### src/iq_cfg_pkg.sv
//////////////////////////////////////////////////////////////////////
// Instruction queue configuration
// Line geometry, head pointer counts and the slot payload record
//////////////////////////////////////////////////////////////////////

package iq_cfg_pkg;

   // Byte address width of the fetch stream
   localparam int ADDR_W = 32;

   // Line and beat geometry
   localparam int LINE_BYTES = 16;
   localparam int BEAT_BYTES = 8;
   localparam int LINE_OFF_W = $clog2(LINE_BYTES);
   localparam int BEAT_OFF_W = $clog2(BEAT_BYTES);

   // One instruction line, byte 0 in bits 7:0
   typedef logic [LINE_BYTES*8-1:0] line_data_t;

   // Payload of one queue slot
   typedef struct packed {
      line_data_t        data;
      logic              fault;
      logic [ADDR_W-1:0] line_addr;
   } slot_line_t;

   // Queued bytes visible to the decoder, 0 to 64
   typedef logic [6:0] byte_cnt_t;

   // Bytes consumed by the decoder in one cycle, 0 to 16
   typedef logic [4:0] read_cnt_t;

endpackage

### src/axil_pkg.sv
//////////////////////////////////////////////////////////////////////
// AXI4-Lite read channel definitions
// Address and data channel payloads plus response codes
//////////////////////////////////////////////////////////////////////

package axil_pkg;

   localparam int AXIL_ADDR_W = 32;
   localparam int AXIL_DATA_W = 64;

   // Read response codes
   localparam logic [1:0] RESP_OKAY   = 2'b00;
   localparam logic [1:0] RESP_SLVERR = 2'b10;

   // Unprivileged, secure, instruction access
   localparam logic [2:0] ARPROT_INSN = 3'b100;

   // Read address channel payload
   typedef struct packed {
      logic [AXIL_ADDR_W-1:0] araddr;
      logic [2:0]             arprot;
   } axil_ar_t;

   // Read data channel payload
   typedef struct packed {
      logic [AXIL_DATA_W-1:0] rdata;
      logic [1:0]             rresp;
   } axil_r_t;

endpackage

### src/iq_fetch_master.sv
//////////////////////////////////////////////////////////////////////
// Instruction fetch master
// Reads sequential lines as two AXI4-Lite beats each and fills the
// tail slot of the queue once both halves have returned
//////////////////////////////////////////////////////////////////////

`timescale 1ns/1ps

module iq_fetch_master #(
   parameter int NUM_SLOTS = 4
) (
   input  logic                            clk,
   input  logic                            rst_i,
   input  logic                            redirect_valid_i,
   input  logic [iq_cfg_pkg::ADDR_W-1:0]   redirect_addr_i,
   input  logic [$clog2(NUM_SLOTS):0]      free_cnt_i,
   output logic                            arvalid_o,
   input  logic                            arready_i,
   output axil_pkg::axil_ar_t              ar_o,
   input  logic                            rvalid_i,
   output logic                            rready_o,
   input  axil_pkg::axil_r_t               r_i,
   output logic                            fill_valid_o,
   output logic [$clog2(NUM_SLOTS)-1:0]    fill_idx_o,
   output iq_cfg_pkg::slot_line_t          fill_line_o
);
   import iq_cfg_pkg::*;
   import axil_pkg::*;

   localparam int IDX_W = $clog2(NUM_SLOTS);

   typedef enum logic [1:0] {
      ST_OFF,
      ST_IDLE,
      ST_ADDR,
      ST_DATA
   } fetch_state_e;

   fetch_state_e           state_q;
   logic                   beat_q;
   logic                   discard_q;
   logic [IDX_W-1:0]       tail_q;
   logic [ADDR_W-1:0]      next_addr_q;
   logic [ADDR_W-1:0]      req_addr_q;
   logic [AXIL_DATA_W-1:0] data_lo_q;
   logic                   fault_lo_q;
   logic [ADDR_W-1:0]      redir_line;
   logic                   r_hs;

   assign redir_line = {redirect_addr_i[ADDR_W-1:LINE_OFF_W], {LINE_OFF_W{1'b0}}};

   // Address channel, second beat sits 8 bytes into the line
   assign arvalid_o   = (state_q == ST_ADDR);
   assign ar_o.araddr = {req_addr_q[ADDR_W-1:LINE_OFF_W], beat_q, {BEAT_OFF_W{1'b0}}};
   assign ar_o.arprot = ARPROT_INSN;

   assign rready_o = (state_q == ST_DATA);
   assign r_hs     = rvalid_i & rready_o;

   // Line is complete on the second beat of a read that is kept
   assign fill_valid_o          = r_hs & beat_q & ~discard_q;
   assign fill_idx_o            = tail_q;
   assign fill_line_o.data      = {r_i.rdata, data_lo_q};
   assign fill_line_o.fault     = fault_lo_q | (r_i.rresp != RESP_OKAY);
   assign fill_line_o.line_addr = req_addr_q;

   always_ff @(posedge clk) begin
      if (rst_i) begin
         state_q     <= ST_OFF;
         beat_q      <= 1'b0;
         discard_q   <= 1'b0;
         tail_q      <= '0;
         next_addr_q <= '0;
         req_addr_q  <= '0;
      end else begin
         unique case (state_q)
            ST_OFF, ST_IDLE: begin
               if (redirect_valid_i) begin
                  req_addr_q <= redir_line;
                  beat_q     <= 1'b0;
                  state_q    <= ST_ADDR;
               end else if (state_q == ST_IDLE && free_cnt_i != '0) begin
                  req_addr_q <= next_addr_q;
                  beat_q     <= 1'b0;
                  state_q    <= ST_ADDR;
               end
            end
            ST_ADDR: begin
               // Address already presented, it has to complete
               if (redirect_valid_i) begin
                  discard_q <= 1'b1;
               end
               if (arready_i) begin
                  state_q <= ST_DATA;
               end
            end
            ST_DATA: begin
               if (r_hs) begin
                  if (discard_q || redirect_valid_i) begin
                     // Stale stream ends here, restart at the newest target
                     discard_q  <= 1'b0;
                     beat_q     <= 1'b0;
                     req_addr_q <= redirect_valid_i ? redir_line : next_addr_q;
                     state_q    <= ST_ADDR;
                  end else if (!beat_q) begin
                     beat_q  <= 1'b1;
                     state_q <= ST_ADDR;
                  end else begin
                     beat_q  <= 1'b0;
                     state_q <= ST_IDLE;
                  end
               end else if (redirect_valid_i) begin
                  discard_q <= 1'b1;
               end
            end
            default: state_q <= ST_OFF;
         endcase

         if (redirect_valid_i) begin
            next_addr_q <= redir_line;
         end else if (fill_valid_o) begin
            next_addr_q <= req_addr_q + ADDR_W'(LINE_BYTES);
         end

         // Slots are flushed on a redirect, so filling restarts at slot 0
         if (redirect_valid_i) begin
            tail_q <= '0;
         end else if (fill_valid_o) begin
            tail_q <= tail_q + 1'b1;
         end
      end
   end

   // Low half of the line waits here for the second beat
   always_ff @(posedge clk) begin
      if (r_hs && !beat_q) begin
         data_lo_q  <= r_i.rdata;
         fault_lo_q <= (r_i.rresp != RESP_OKAY);
      end
   end

endmodule

### src/iq_line_slot.sv
//////////////////////////////////////////////////////////////////////
// Instruction queue slot
// Holds one fetched line with its fault flag until drained or flushed
//////////////////////////////////////////////////////////////////////

`timescale 1ns/1ps

module iq_line_slot (
   input  logic                   clk,
   input  logic                   rst_i,
   input  logic                   fill_i,
   input  logic                   drain_i,
   input  logic                   flush_i,
   input  iq_cfg_pkg::slot_line_t line_i,
   output logic                   valid_o,
   output iq_cfg_pkg::slot_line_t line_o
);
   import iq_cfg_pkg::*;

   logic       valid_q;
   slot_line_t line_q;

   // Flush wins over a fill landing on the same edge
   always_ff @(posedge clk) begin
      if (rst_i) begin
         valid_q <= 1'b0;
      end else if (flush_i) begin
         valid_q <= 1'b0;
      end else if (fill_i) begin
         valid_q <= 1'b1;
      end else if (drain_i) begin
         valid_q <= 1'b0;
      end
   end

   always_ff @(posedge clk) begin
      if (fill_i) begin
         line_q <= line_i;
      end
   end

   assign valid_o = valid_q;
   assign line_o  = line_q;

endmodule

### src/iq_byte_window.sv
//////////////////////////////////////////////////////////////////////
// Instruction byte window
// Tracks the head slot and byte offset, presents 16 bytes from the
// head onwards and frees slots as the decoder consumes them
//////////////////////////////////////////////////////////////////////

`timescale 1ns/1ps

module iq_byte_window #(
   parameter int NUM_SLOTS = 4
) (
   input  logic                                     clk,
   input  logic                                     rst_i,
   input  logic                                     redirect_valid_i,
   input  logic [iq_cfg_pkg::ADDR_W-1:0]            redirect_addr_i,
   input  logic [NUM_SLOTS-1:0]                     slot_valid_i,
   input  iq_cfg_pkg::slot_line_t [NUM_SLOTS-1:0]   slot_line_i,
   input  logic                                     ready_i,
   input  iq_cfg_pkg::read_cnt_t                    bytes_read_i,
   output logic                                     valid_o,
   output iq_cfg_pkg::line_data_t                   window_o,
   output iq_cfg_pkg::byte_cnt_t                    valid_bytes_o,
   output logic                                     fault_o,
   output logic                                     drain_valid_o,
   output logic [$clog2(NUM_SLOTS)-1:0]             drain_idx_o,
   output logic                                     flush_o,
   output logic [$clog2(NUM_SLOTS):0]               free_cnt_o
);
   import iq_cfg_pkg::*;

   localparam int IDX_W = $clog2(NUM_SLOTS);

   logic [IDX_W-1:0]        head_idx_q;
   logic [LINE_OFF_W-1:0]   head_off_q;
   logic [IDX_W-1:0]        next_idx;
   logic                    consume;
   logic [LINE_OFF_W:0]     off_sum;
   slot_line_t              head_line;
   slot_line_t              next_line;
   logic                    next_valid;
   logic [2*LINE_BYTES*8-1:0] line_pair;
   logic [2*LINE_BYTES*8-1:0] pair_shifted;
   logic                    run;
   byte_cnt_t               avail;

   assign consume = valid_o & ready_i;

   // Carry out of the offset means the head line is used up
   assign off_sum = {1'b0, head_off_q} + bytes_read_i;

   always_ff @(posedge clk) begin
      if (rst_i) begin
         head_idx_q <= '0;
         head_off_q <= '0;
      end else if (redirect_valid_i) begin
         head_idx_q <= '0;
         head_off_q <= redirect_addr_i[LINE_OFF_W-1:0];
      end else if (consume) begin
         head_off_q <= off_sum[LINE_OFF_W-1:0];
         if (off_sum[LINE_OFF_W]) begin
            head_idx_q <= head_idx_q + 1'b1;
         end
      end
   end

   assign drain_valid_o = consume & off_sum[LINE_OFF_W];
   assign drain_idx_o   = head_idx_q;
   assign flush_o       = redirect_valid_i;

   // Head and following slot, wrapping around the ring
   assign next_idx   = head_idx_q + 1'b1;
   assign head_line  = slot_line_i[head_idx_q];
   assign next_line  = slot_line_i[next_idx];
   assign next_valid = slot_valid_i[next_idx];

   assign valid_o = slot_valid_i[head_idx_q];

   // Byte shifter over the two lines
   assign line_pair    = {next_line.data, head_line.data};
   assign pair_shifted = line_pair >> {head_off_q, 3'b000};
   assign window_o     = pair_shifted[LINE_BYTES*8-1:0];

   // Bytes held in the run of valid slots starting at the head
   always_comb begin
      run   = 1'b1;
      avail = '0;
      for (int k = 0; k < NUM_SLOTS; k++) begin
         run = run & slot_valid_i[head_idx_q + IDX_W'(k)];
         if (run) begin
            avail = avail + byte_cnt_t'(LINE_BYTES);
         end
      end
   end

   assign valid_bytes_o = valid_o ? (avail - byte_cnt_t'(head_off_q)) : '0;

   // Next line only matters once the window straddles into it
   assign fault_o = valid_o &
                    (head_line.fault |
                     (next_valid & next_line.fault & (head_off_q != '0)));

   // Empty slots, the fetch master keeps one of them for its line in flight
   always_comb begin
      free_cnt_o = '0;
      for (int k = 0; k < NUM_SLOTS; k++) begin
         free_cnt_o = free_cnt_o + (IDX_W+1)'(~slot_valid_i[k]);
      end
   end

endmodule

### src/instruction_queue_top.sv
//////////////////////////////////////////////////////////////////////
// Instruction queue
// Fetch master, ring of line slots and byte window for the decoder
//////////////////////////////////////////////////////////////////////

`timescale 1ns/1ps

module instruction_queue_top #(
   parameter int NUM_SLOTS = 4
) (
   input  logic                          clk,
   input  logic                          rst_i,
   input  logic                          redirect_valid_i,
   input  logic [iq_cfg_pkg::ADDR_W-1:0] redirect_addr_i,
   output logic                          arvalid_o,
   input  logic                          arready_i,
   output axil_pkg::axil_ar_t            ar_o,
   input  logic                          rvalid_i,
   output logic                          rready_o,
   input  axil_pkg::axil_r_t             r_i,
   output logic                          valid_o,
   input  logic                          ready_i,
   input  iq_cfg_pkg::read_cnt_t         bytes_read_i,
   output iq_cfg_pkg::line_data_t        window_o,
   output iq_cfg_pkg::byte_cnt_t         valid_bytes_o,
   output logic                          fault_o
);
   import iq_cfg_pkg::*;

   localparam int IDX_W = $clog2(NUM_SLOTS);

   logic                          fill_valid;
   logic [IDX_W-1:0]              fill_idx;
   slot_line_t                    fill_line;
   logic                          drain_valid;
   logic [IDX_W-1:0]              drain_idx;
   logic                          flush;
   logic [IDX_W:0]                free_cnt;
   logic [NUM_SLOTS-1:0]          fill_strb;
   logic [NUM_SLOTS-1:0]          drain_strb;
   logic [NUM_SLOTS-1:0]          slot_valid;
   slot_line_t [NUM_SLOTS-1:0]    slot_line;

   iq_fetch_master #(.NUM_SLOTS(NUM_SLOTS)) u_fetch (
      .clk, .rst_i, .redirect_valid_i, .redirect_addr_i,
      .free_cnt_i(free_cnt),
      .arvalid_o, .arready_i, .ar_o, .rvalid_i, .rready_o, .r_i,
      .fill_valid_o(fill_valid), .fill_idx_o(fill_idx), .fill_line_o(fill_line)
   );

   // Slot index is the generate position
   for (genvar i = 0; i < NUM_SLOTS; i++) begin : g_slot
      assign fill_strb[i]  = fill_valid & (fill_idx == IDX_W'(i));
      assign drain_strb[i] = drain_valid & (drain_idx == IDX_W'(i));

      iq_line_slot u_slot (
         .clk, .rst_i,
         .fill_i(fill_strb[i]), .drain_i(drain_strb[i]), .flush_i(flush),
         .line_i(fill_line), .valid_o(slot_valid[i]), .line_o(slot_line[i])
      );
   end

   iq_byte_window #(.NUM_SLOTS(NUM_SLOTS)) u_window (
      .clk, .rst_i, .redirect_valid_i, .redirect_addr_i,
      .slot_valid_i(slot_valid), .slot_line_i(slot_line),
      .ready_i, .bytes_read_i, .valid_o, .window_o, .valid_bytes_o, .fault_o,
      .drain_valid_o(drain_valid), .drain_idx_o(drain_idx),
      .flush_o(flush), .free_cnt_o(free_cnt)
   );

endmodule

### config.mk
export PLATFORM = sky130hd
export DESIGN_NAME = instruction_queue_top
export DESIGN_NICKNAME = d
export VERILOG_FILES = /design/src/iq_cfg_pkg.sv /design/src/axil_pkg.sv /design/src/iq_fetch_master.sv /design/src/iq_line_slot.sv /design/src/iq_byte_window.sv /design/src/instruction_queue_top.sv
export SDC_FILE = /design/constraint.sdc
export NUM_CORES = 2
export LEC_CHECK = 0
export ABC_AREA = 1
export BUFFER_PORTS_ARGS = -buffer_cell sky130_fd_sc_hd__buf_2
export CORE_AREA = 2 2 284 286
export CTS_CLUSTER_SIZE = 10
export DETAILED_ROUTE_END_ITERATION = 10
export DIE_AREA = 0 0 286 288
export PLACE_DENSITY_LB_ADDON = 0.2
export SLEW_MARGIN = 15
export SYNTH_ARGS = -nofsm -noshare
export SYNTH_HDL_FRONTEND = slang
export SYNTH_SLANG_ARGS = --single-unit
### constraint.sdc
create_clock -name clk -period 11.75 [get_ports clk]
set_input_delay 1.7625 -clock clk [delete_from_list [all_inputs] [get_ports clk]]
set_output_delay 1.7625 -clock clk [all_outputs]
set_load 0.01 [all_outputs]
# Word-level counts from Yosys, hierarchy flattened
# Index checks and enable logic that the tools add are counted.
[totals]
word_cells = 162
reg_bits = 789
ramBits = 0
latch_bits = 0
memories = 0
romBits = 0
[classes]
eq_ne = 14
muxes = 52
n_addsub = 13
n_lt_le_gt_ge = 4
n_shift = 1
n_mul = 0
bitwise_logic = 26
reduce_logical = 25
n_div = 0
[op_table]
columns = ["operator", "count"]
rows = [
  ["binary-select mux 161 bit (select 2 bit)", 2],
  ["2-to-1 mux 161 bit", 2],
  ["right shift 256 x 7 -> 128 bit", 1],
  ["2-to-1 mux 32 bit", 7],
  ["case mux 32 bit (2 select lines)", 1],
  ["adder 32 x 5 -> 32 bit, second input constant", 1],
  ["2-to-1 mux 7 bit", 4],
  ["2-to-1 mux 1 bit", 20],
  ["AND 1 bit", 19],
  ["nonzero test 2 bit", 9],
  ["adder 7 x 5 -> 7 bit, second input constant", 2],
  ["== test 2 bit, second input constant", 6],
  ["< comparator 2 x 3 -> 1 bit, second input constant", 4],
  ["2-to-1 mux 2 bit", 6],
  ["NOT 1 -> 3 bit", 4],
  ["adder 3 bit", 3],
  ["binary-select mux 1 bit (select 2 bit)", 4],
  ["2-to-1 mux 4 bit", 2],
  ["subtractor 7 x 4 -> 7 bit", 1],
  ["adder 5 x 5 -> 6 bit, second input constant", 1],
  ["== test 2 x 1 -> 1 bit, second input constant", 3],
  ["zero test 2 bit", 3],
  ["case mux 2 bit (3 select lines)", 1],
  ["AND reduction 3 bit", 2],
  ["19 further kinds", 27],
]

# Longest topological paths before layout
[logic_depth]
depth_word = 11
ltp_mapped = 19
depth_no_buf = 14

# Cells and area by module
# From an unflattened synthesis, not the netlist that was laid out.
[hier_totals]
hier_cells = 5727
area_unflattened_um2 = 44244.9
[modules_own_cells]
columns = ["module", "n_inst", "cells_per_inst", "seq_area_each_um2", "area_per_inst_um2"]
rows = [
  ["iq_line_slot", 4, 169, 4854.7, 4885.9],
  ["iq_byte_window", 1, 4296, 120.1, 18238.7],
  ["iq_fetch_master", 1, 739, 3353.2, 6402.4],
  ["instruction_queue_top", 1, 16, 0.0, 60.1],
]

# Least setup slack after synthesis
# No wires, ideal clock.
[synth_path]
path_kind = "input port to flip-flop"
from = "input rvalid_i"
to = "register u_fetch.data_lo_q[0], enable pin"
required_time_ns = 11.182
stages = 2
arrival_time_ns = 6.258
setup_slack_ns = 4.924
setup_time_ns = 0.568
path_buffers = 0
cell_sequence = "inv_1 > nor3_1"
[synth_between]
elab_chain_len = 2
[synth_rtl]
columns = ["item", "line_no", "text"]
rows = [
  ["start: declaration", "instruction_queue_top.sv:18", "input logic rvalid_i,"],
  ["AND 1 bit", "iq_fetch_master.sv:58", "assign r_hs = rvalid_i & rready_o;"],
  ["logical AND 1 bit", "iq_fetch_master.sv:136", "if (r_hs && !beat_q) begin"],
  ["end signal: assignment", "iq_fetch_master.sv:137", "data_lo_q <= r_i.rdata;"],
  ["end: declaration", "iq_fetch_master.sv:45", "logic [AXIL_DATA_W-1:0] data_lo_q;"],
]
# No other way between the ends.
# A chain may end at the register's enable or synchronous reset.

# Worst setup path after layout
[layout_path]
from = "register u_window.head_idx_q[0], in the netlist u_window.drain_idx_o[0]"
to = "output window_o[24]"
[layout_between]
elab_chain_len = 4
[layout_rtl]
columns = ["item", "line_no", "text"]
rows = [
  ["start: declaration", "iq_byte_window.sv:33", "logic [IDX_W-1:0] head_idx_q;"],
  ["start signal: assignment", "iq_byte_window.sv:61", "head_idx_q <= head_idx_q + 1'b1;"],
  ["adder 2 x 1 -> 2 bit", "iq_byte_window.sv:71", "assign next_idx = head_idx_q + 1'b1;"],
  ["net u_window.next_idx[1]", "iq_byte_window.sv:35", "logic [IDX_W-1:0] next_idx;"],
  ["binary-select mux 161 bit (select 2 bit)", "iq_byte_window.sv:73", "assign next_line = slot_line_i[next_idx];"],
  ["2-to-1 mux 161 bit (implied by the code)", "iq_byte_window.sv:73", ""],
  ["right shift 256 x 7 -> 128 bit", "iq_byte_window.sv:80", "assign pair_shifted = line_pair >> {head_off_q, 3'b000};"],
  ["end: declaration", "instruction_queue_top.sv:24", "output iq_cfg_pkg::line_data_t window_o,"],
]
# The timed path passes the listed nets, and every way through them passes these cells. The select of a mux whose other input is x is not followed.

==> out/results.tsv <==
stage	metric	value	unit
status	status	complete, no violations	
worst_setup_path	Critical Path Most Common Cell	nand3_1	
power	Cell Int Power	0.00405	W
power	leakage dissipation	18.5	nW
clocking	Skew-Pair Late Insertion Delay	0.64	ns
power	Max VDD drop	127	µV
final_layout	Reg area	0.0189	mm²
worst_setup_path	worst r2r path cells	8	
worst_hold_path	worst hold path class	reg -> reg	
synthesis	Synth top area share	44.3	%
worst_setup_path	crit path capture	window_o[24]	
global_routing	GRT Total Usage	35.3	%
clocking	CTS Buffer Depth	3	
worst_setup_path	Critical-path top delay cell	dfxtp_4	
routing	drt pass-1 iters	7	
synthesis	Netlist cell types	37	
clocking	root cell of the clock tree	clkbuf_16	
timing	fin crit period	7.28	ns
worst_setup_path	crit end category	output port	
power	PD cells	134	mW/mm²
timing	RSZ-0062 raised after global routing	false	
clocking	Gates resized, CTS repair	0	
synthesis	top cells by area, synth	edfxtp_1, nand2_1, nand3_1	
clocking	hold buffer count at cts	0	
floorplan	Initial Utilization	49.4	%
floorplan	row cnt	104	
routing	drt drc	0	
synthesis	share of the yosys chip area belonging to registers	48.0	%
worst_setup_path	reg2reg start	u_fetch.state_q[0]	
timing	Setup violations, final	0	
synthesis	Yosys top cell by area	edfxtp_1	
floorplan	Die X	286	µm
clocking	H-tree depth	3	
timing	Setup TNS Final	0	ns
synthesis	prevailing post-synth register cell	edfxtp_1	
routing	antenna viol nets, final	0	
worst_setup_path	Worst Setup Path Type	reg -> out	
clocking	Reg clk slew, reported paths	0.06	ns
final_layout	Filler Cell Count	7683	
routing	vias per inst	5.94	
timing	final period utilization	62.0	%
worst_setup_path	number of cells on the critical path	12	
global_routing	number of global-route vias before repair	34300	
timing	fmax	137	MHz
timing	Clock Skew	0.0212	ns
flow_run	Max-Cap Viols	0	
place	DP HPWL	100	mm
place	GPL Wtd Cong	0.981	
final_layout	layout cell share with drive strength beyond 1	8.26	%
power	Combinational Power Share	16.3	%
timing	Final Hold Vio Count	0	
worst_setup_path	Required @ worst endpoint	9.99	ns
routing	detailed-route via count	38300	
final_layout	multi-input logic area	0.0178	mm²
place	count of input and output buffers	276	
power	clock share of power	38.5	%
floorplan	die footprint	0.0824	mm²
clocking	total CTS buffers	78	
worst_setup_path	Worst R2R Setup Slack	7.79	ns
power	Sw Share	29.3	%
global_routing	global route overflow	0	
worst_setup_path	CP top delay family	buffers and inverters	
global_routing	initial antenna violation count	42	
synthesis	Avg Cell Area, Syn	7.40	µm²
synthesis	Post-synth EDFFs	581	
synthesis	FFs w/ async S/R, synth	0	%
final_layout	fin nets	5465	
worst_setup_path	Critical Path Start Type	register	
synthesis	#FFs+latches synth	653	
floorplan	I/O Pins	283	
timing	Final Max Tran Viols	0	
worst_setup_path	max incr delay on CP	0.94	ns
synthesis	Mapped Area	0.0394	mm²
timing	worst rel slew slack	27.8	%
worst_setup_path	Buf/Inv on CP	4	
power	P_sw	0.00168	W
clocking	CTS tree	done	
floorplan	chip height	288	µm
routing	routed length per instance	23.0	µm
worst_setup_path	worst-path fanout max	180	
final_layout	area growth from synthesis to layout	8.51	%
clocking	post-CTS setup buffer count	0	
worst_setup_path	Worst Setup SP	u_window.drain_idx_o[0]	
timing	Final WS setup	4.47	ns
routing	initial DRC count	5043	
worst_setup_path	Critical Path AT	5.52	ns
global_routing	first-pass GRT wire length	217	mm
global_routing	largest net degree at the start of global routing	225	
synthesis	Mapped Cells	5321	
power	share of power burned in registers	45.2	%
timing	worst slew pin tran	1.08	ns
place	pre-CTS setup slack	5.29	ns
clocking	Clock Sinks	653	
routing	final wirelength	148	mm
worst_setup_path	worst path cell trace	inv_16, ha_4, buf_4, buf_4, nand3_1, nand3_1, nand3_1, nand2_1, nand2_1, nand3_1, nand2_1, buf_2	
worst_setup_path	reg2reg end	g_slot[0].u_slot.line_o[98]	
synthesis	Yosys warnings	0	
floorplan	Core Area	0.0796	mm²
==> layer usage <==
layer  vias up  wire length (µm)  global-route usage (%)
li1      17800                 -                       -
met1     17900             56300                    45.5
met2      2196             67100                    55.4
met3       387             15700                    7.80
met4        32              8620                    19.0
met5         -               203                       0
==> worst min path at each step <==
stage	from	end	slack [ns]	cells after the start
finish	u_fetch.req_addr_q[5]	u_fetch.req_addr_q[5]	0.49	2
global route	u_fetch.next_addr_q[15]	u_fetch.next_addr_q[15]	0.50	2
CTS	u_fetch.req_addr_q[5]	u_fetch.req_addr_q[5]	0.49	2
detailed placement	u_fetch.req_addr_q[5]	u_fetch.req_addr_q[5]	0.48	2
global placement	u_fetch.next_addr_q[5]	u_fetch.next_addr_q[5]	0.46	2
floorplan	u_fetch.req_addr_q[5]	u_fetch.req_addr_q[5]	0.45	2
==> power groups by stage <==
stage / combinational (W) / sequential, W / clock, W
after floorplan: 0.000542 / 0.00261 / 0
after global placement: 0.000906 / 0.00264 / 0
after detailed placement: 0.000908 / 0.00264 / 0
after CTS: 0.000912 / 0.00259 / 0.00221
after global routing: 0.00100 / 0.00259 / 0.00231
final: 0.000936 / 0.00259 / 0.00220
==> cells by family (layout without fill, tap and decap cells) <==
family | Yosys count | count (layout) | share of synthesized area (%)
AND/OR/NAND/NOR | 3930 | 3930 | 42.2
flip-flops | 653 | 653 | 48.0
buffers and inverters | 560 | 608 | 6.97
AO/OA/AOI/OAI | 155 | 155 | 2.10
adder cells (fa/ha/maj) | 19 | 19 | 0.642
other | 2 | 20 | 0.0191
XOR/XNOR | 2 | 2 | 0.0445
==> tightest hold or removal path, delay by kind of cell, from the launching register on <==
kind            cells  cell delay [ns]
flops               1             0.33
buf+inv             1             0.06
compound gates      1             0.05
==> Yosys cell counts (2+ instances only) <==
cell type and count:
clkinv_1 2, buf_8 3, nand4_1 9, a31oi_1 13, nor3_1 8, a21oi_1 71, buf_4 47, inv_2 5
o221ai_1 2, o21a_1 3, nand3b_1 3, or2_2 2, nand2_2 2, dfxtp_1 72, buf_1 71, buf_6 33
conb_1 2, inv_1 160, nor2_1 55, buf_2 143, nand3_1 1432, o211ai_1 6, xor2_1 2, clkbuf_1 94
nand2_1 2415, ha_1 17, edfxtp_1 581, fa_1 2, o21ai_0 56, o21ai_1 3
==> per-stage QoR <==
step / std cells / total power (W) / util [%] / area, µm² / hold slack (ns)
3_3_place_gp: 6317 / 0.00354 / 50.8 / 40400 / 0.463
4_1_cts: 6433 / 0.00571 / 53.6 / 42700 / 0.488
3_5_place_dp: 6317 / 0.00355 / 50.8 / 40400 / 0.477
5_1_grt: 6442 / 0.00590 / 53.6 / 42700 / 0.505
6_report: 6447 / 0.00573 / 53.6 / 42700 / 0.487
2_1_floorplan: 5325 / 0.00316 / - / 39400 / 0.454
==> cell type report <==
class / count / share of cell area (%)
diodes: 14 / 0.0820
multi-input cells: 4112 / 41.6
clock buffers: 103 / 4.86
well taps: 1060 / 3.11
repair buffers: 323 / 4.09
inverters: 169 / 1.62
flip-flops and latches: 653 / 44.3
clock inverters: 13 / 0.334
==> registers in the layout, summed over array words and instances, names as in the netlist <==
register	flops
u_fetch.data_lo_q	64
u_fetch.fault_lo_q	1
u_fetch.state_q	2
u_fetch.next_addr_q	28
u_fetch.req_addr_q	28
u_window.head_off_q	4
g_slot.u_slot.valid_o	4
g_slot.u_slot.line_o	516
u_fetch.discard_q	1
u_fetch.beat_q	1
u_window.drain_idx_o	2
u_fetch.fill_idx_o	2
==> layout by cell type, fill, tap and decap left out, types with 9 or more instances in the layout <==
| cell | Yosys | final |
|---|---|---|
| nand2_1 | 2415 | 2415 |
| nand3_1 | 1432 | 1432 |
| edfxtp_1 | 581 | 581 |
| buf_2 | 143 | 276 |
| inv_1 | 160 | 155 |
| clkbuf_16 | 0 | 78 |
| a21oi_1 | 71 | 71 |
| dfxtp_1 | 72 | 66 |
| o21ai_0 | 56 | 56 |
| nor2_1 | 55 | 51 |
| buf_4 | 47 | 46 |
| clkbuf_1 | 94 | 22 |
| ha_1 | 17 | 16 |
| diode_2 | 0 | 14 |
| a31oi_1 | 13 | 13 |
| inv_6 | 0 | 9 |
| nand4_1 | 9 | 9 |
Note: power is estimated with default switching activity, not from simulation.
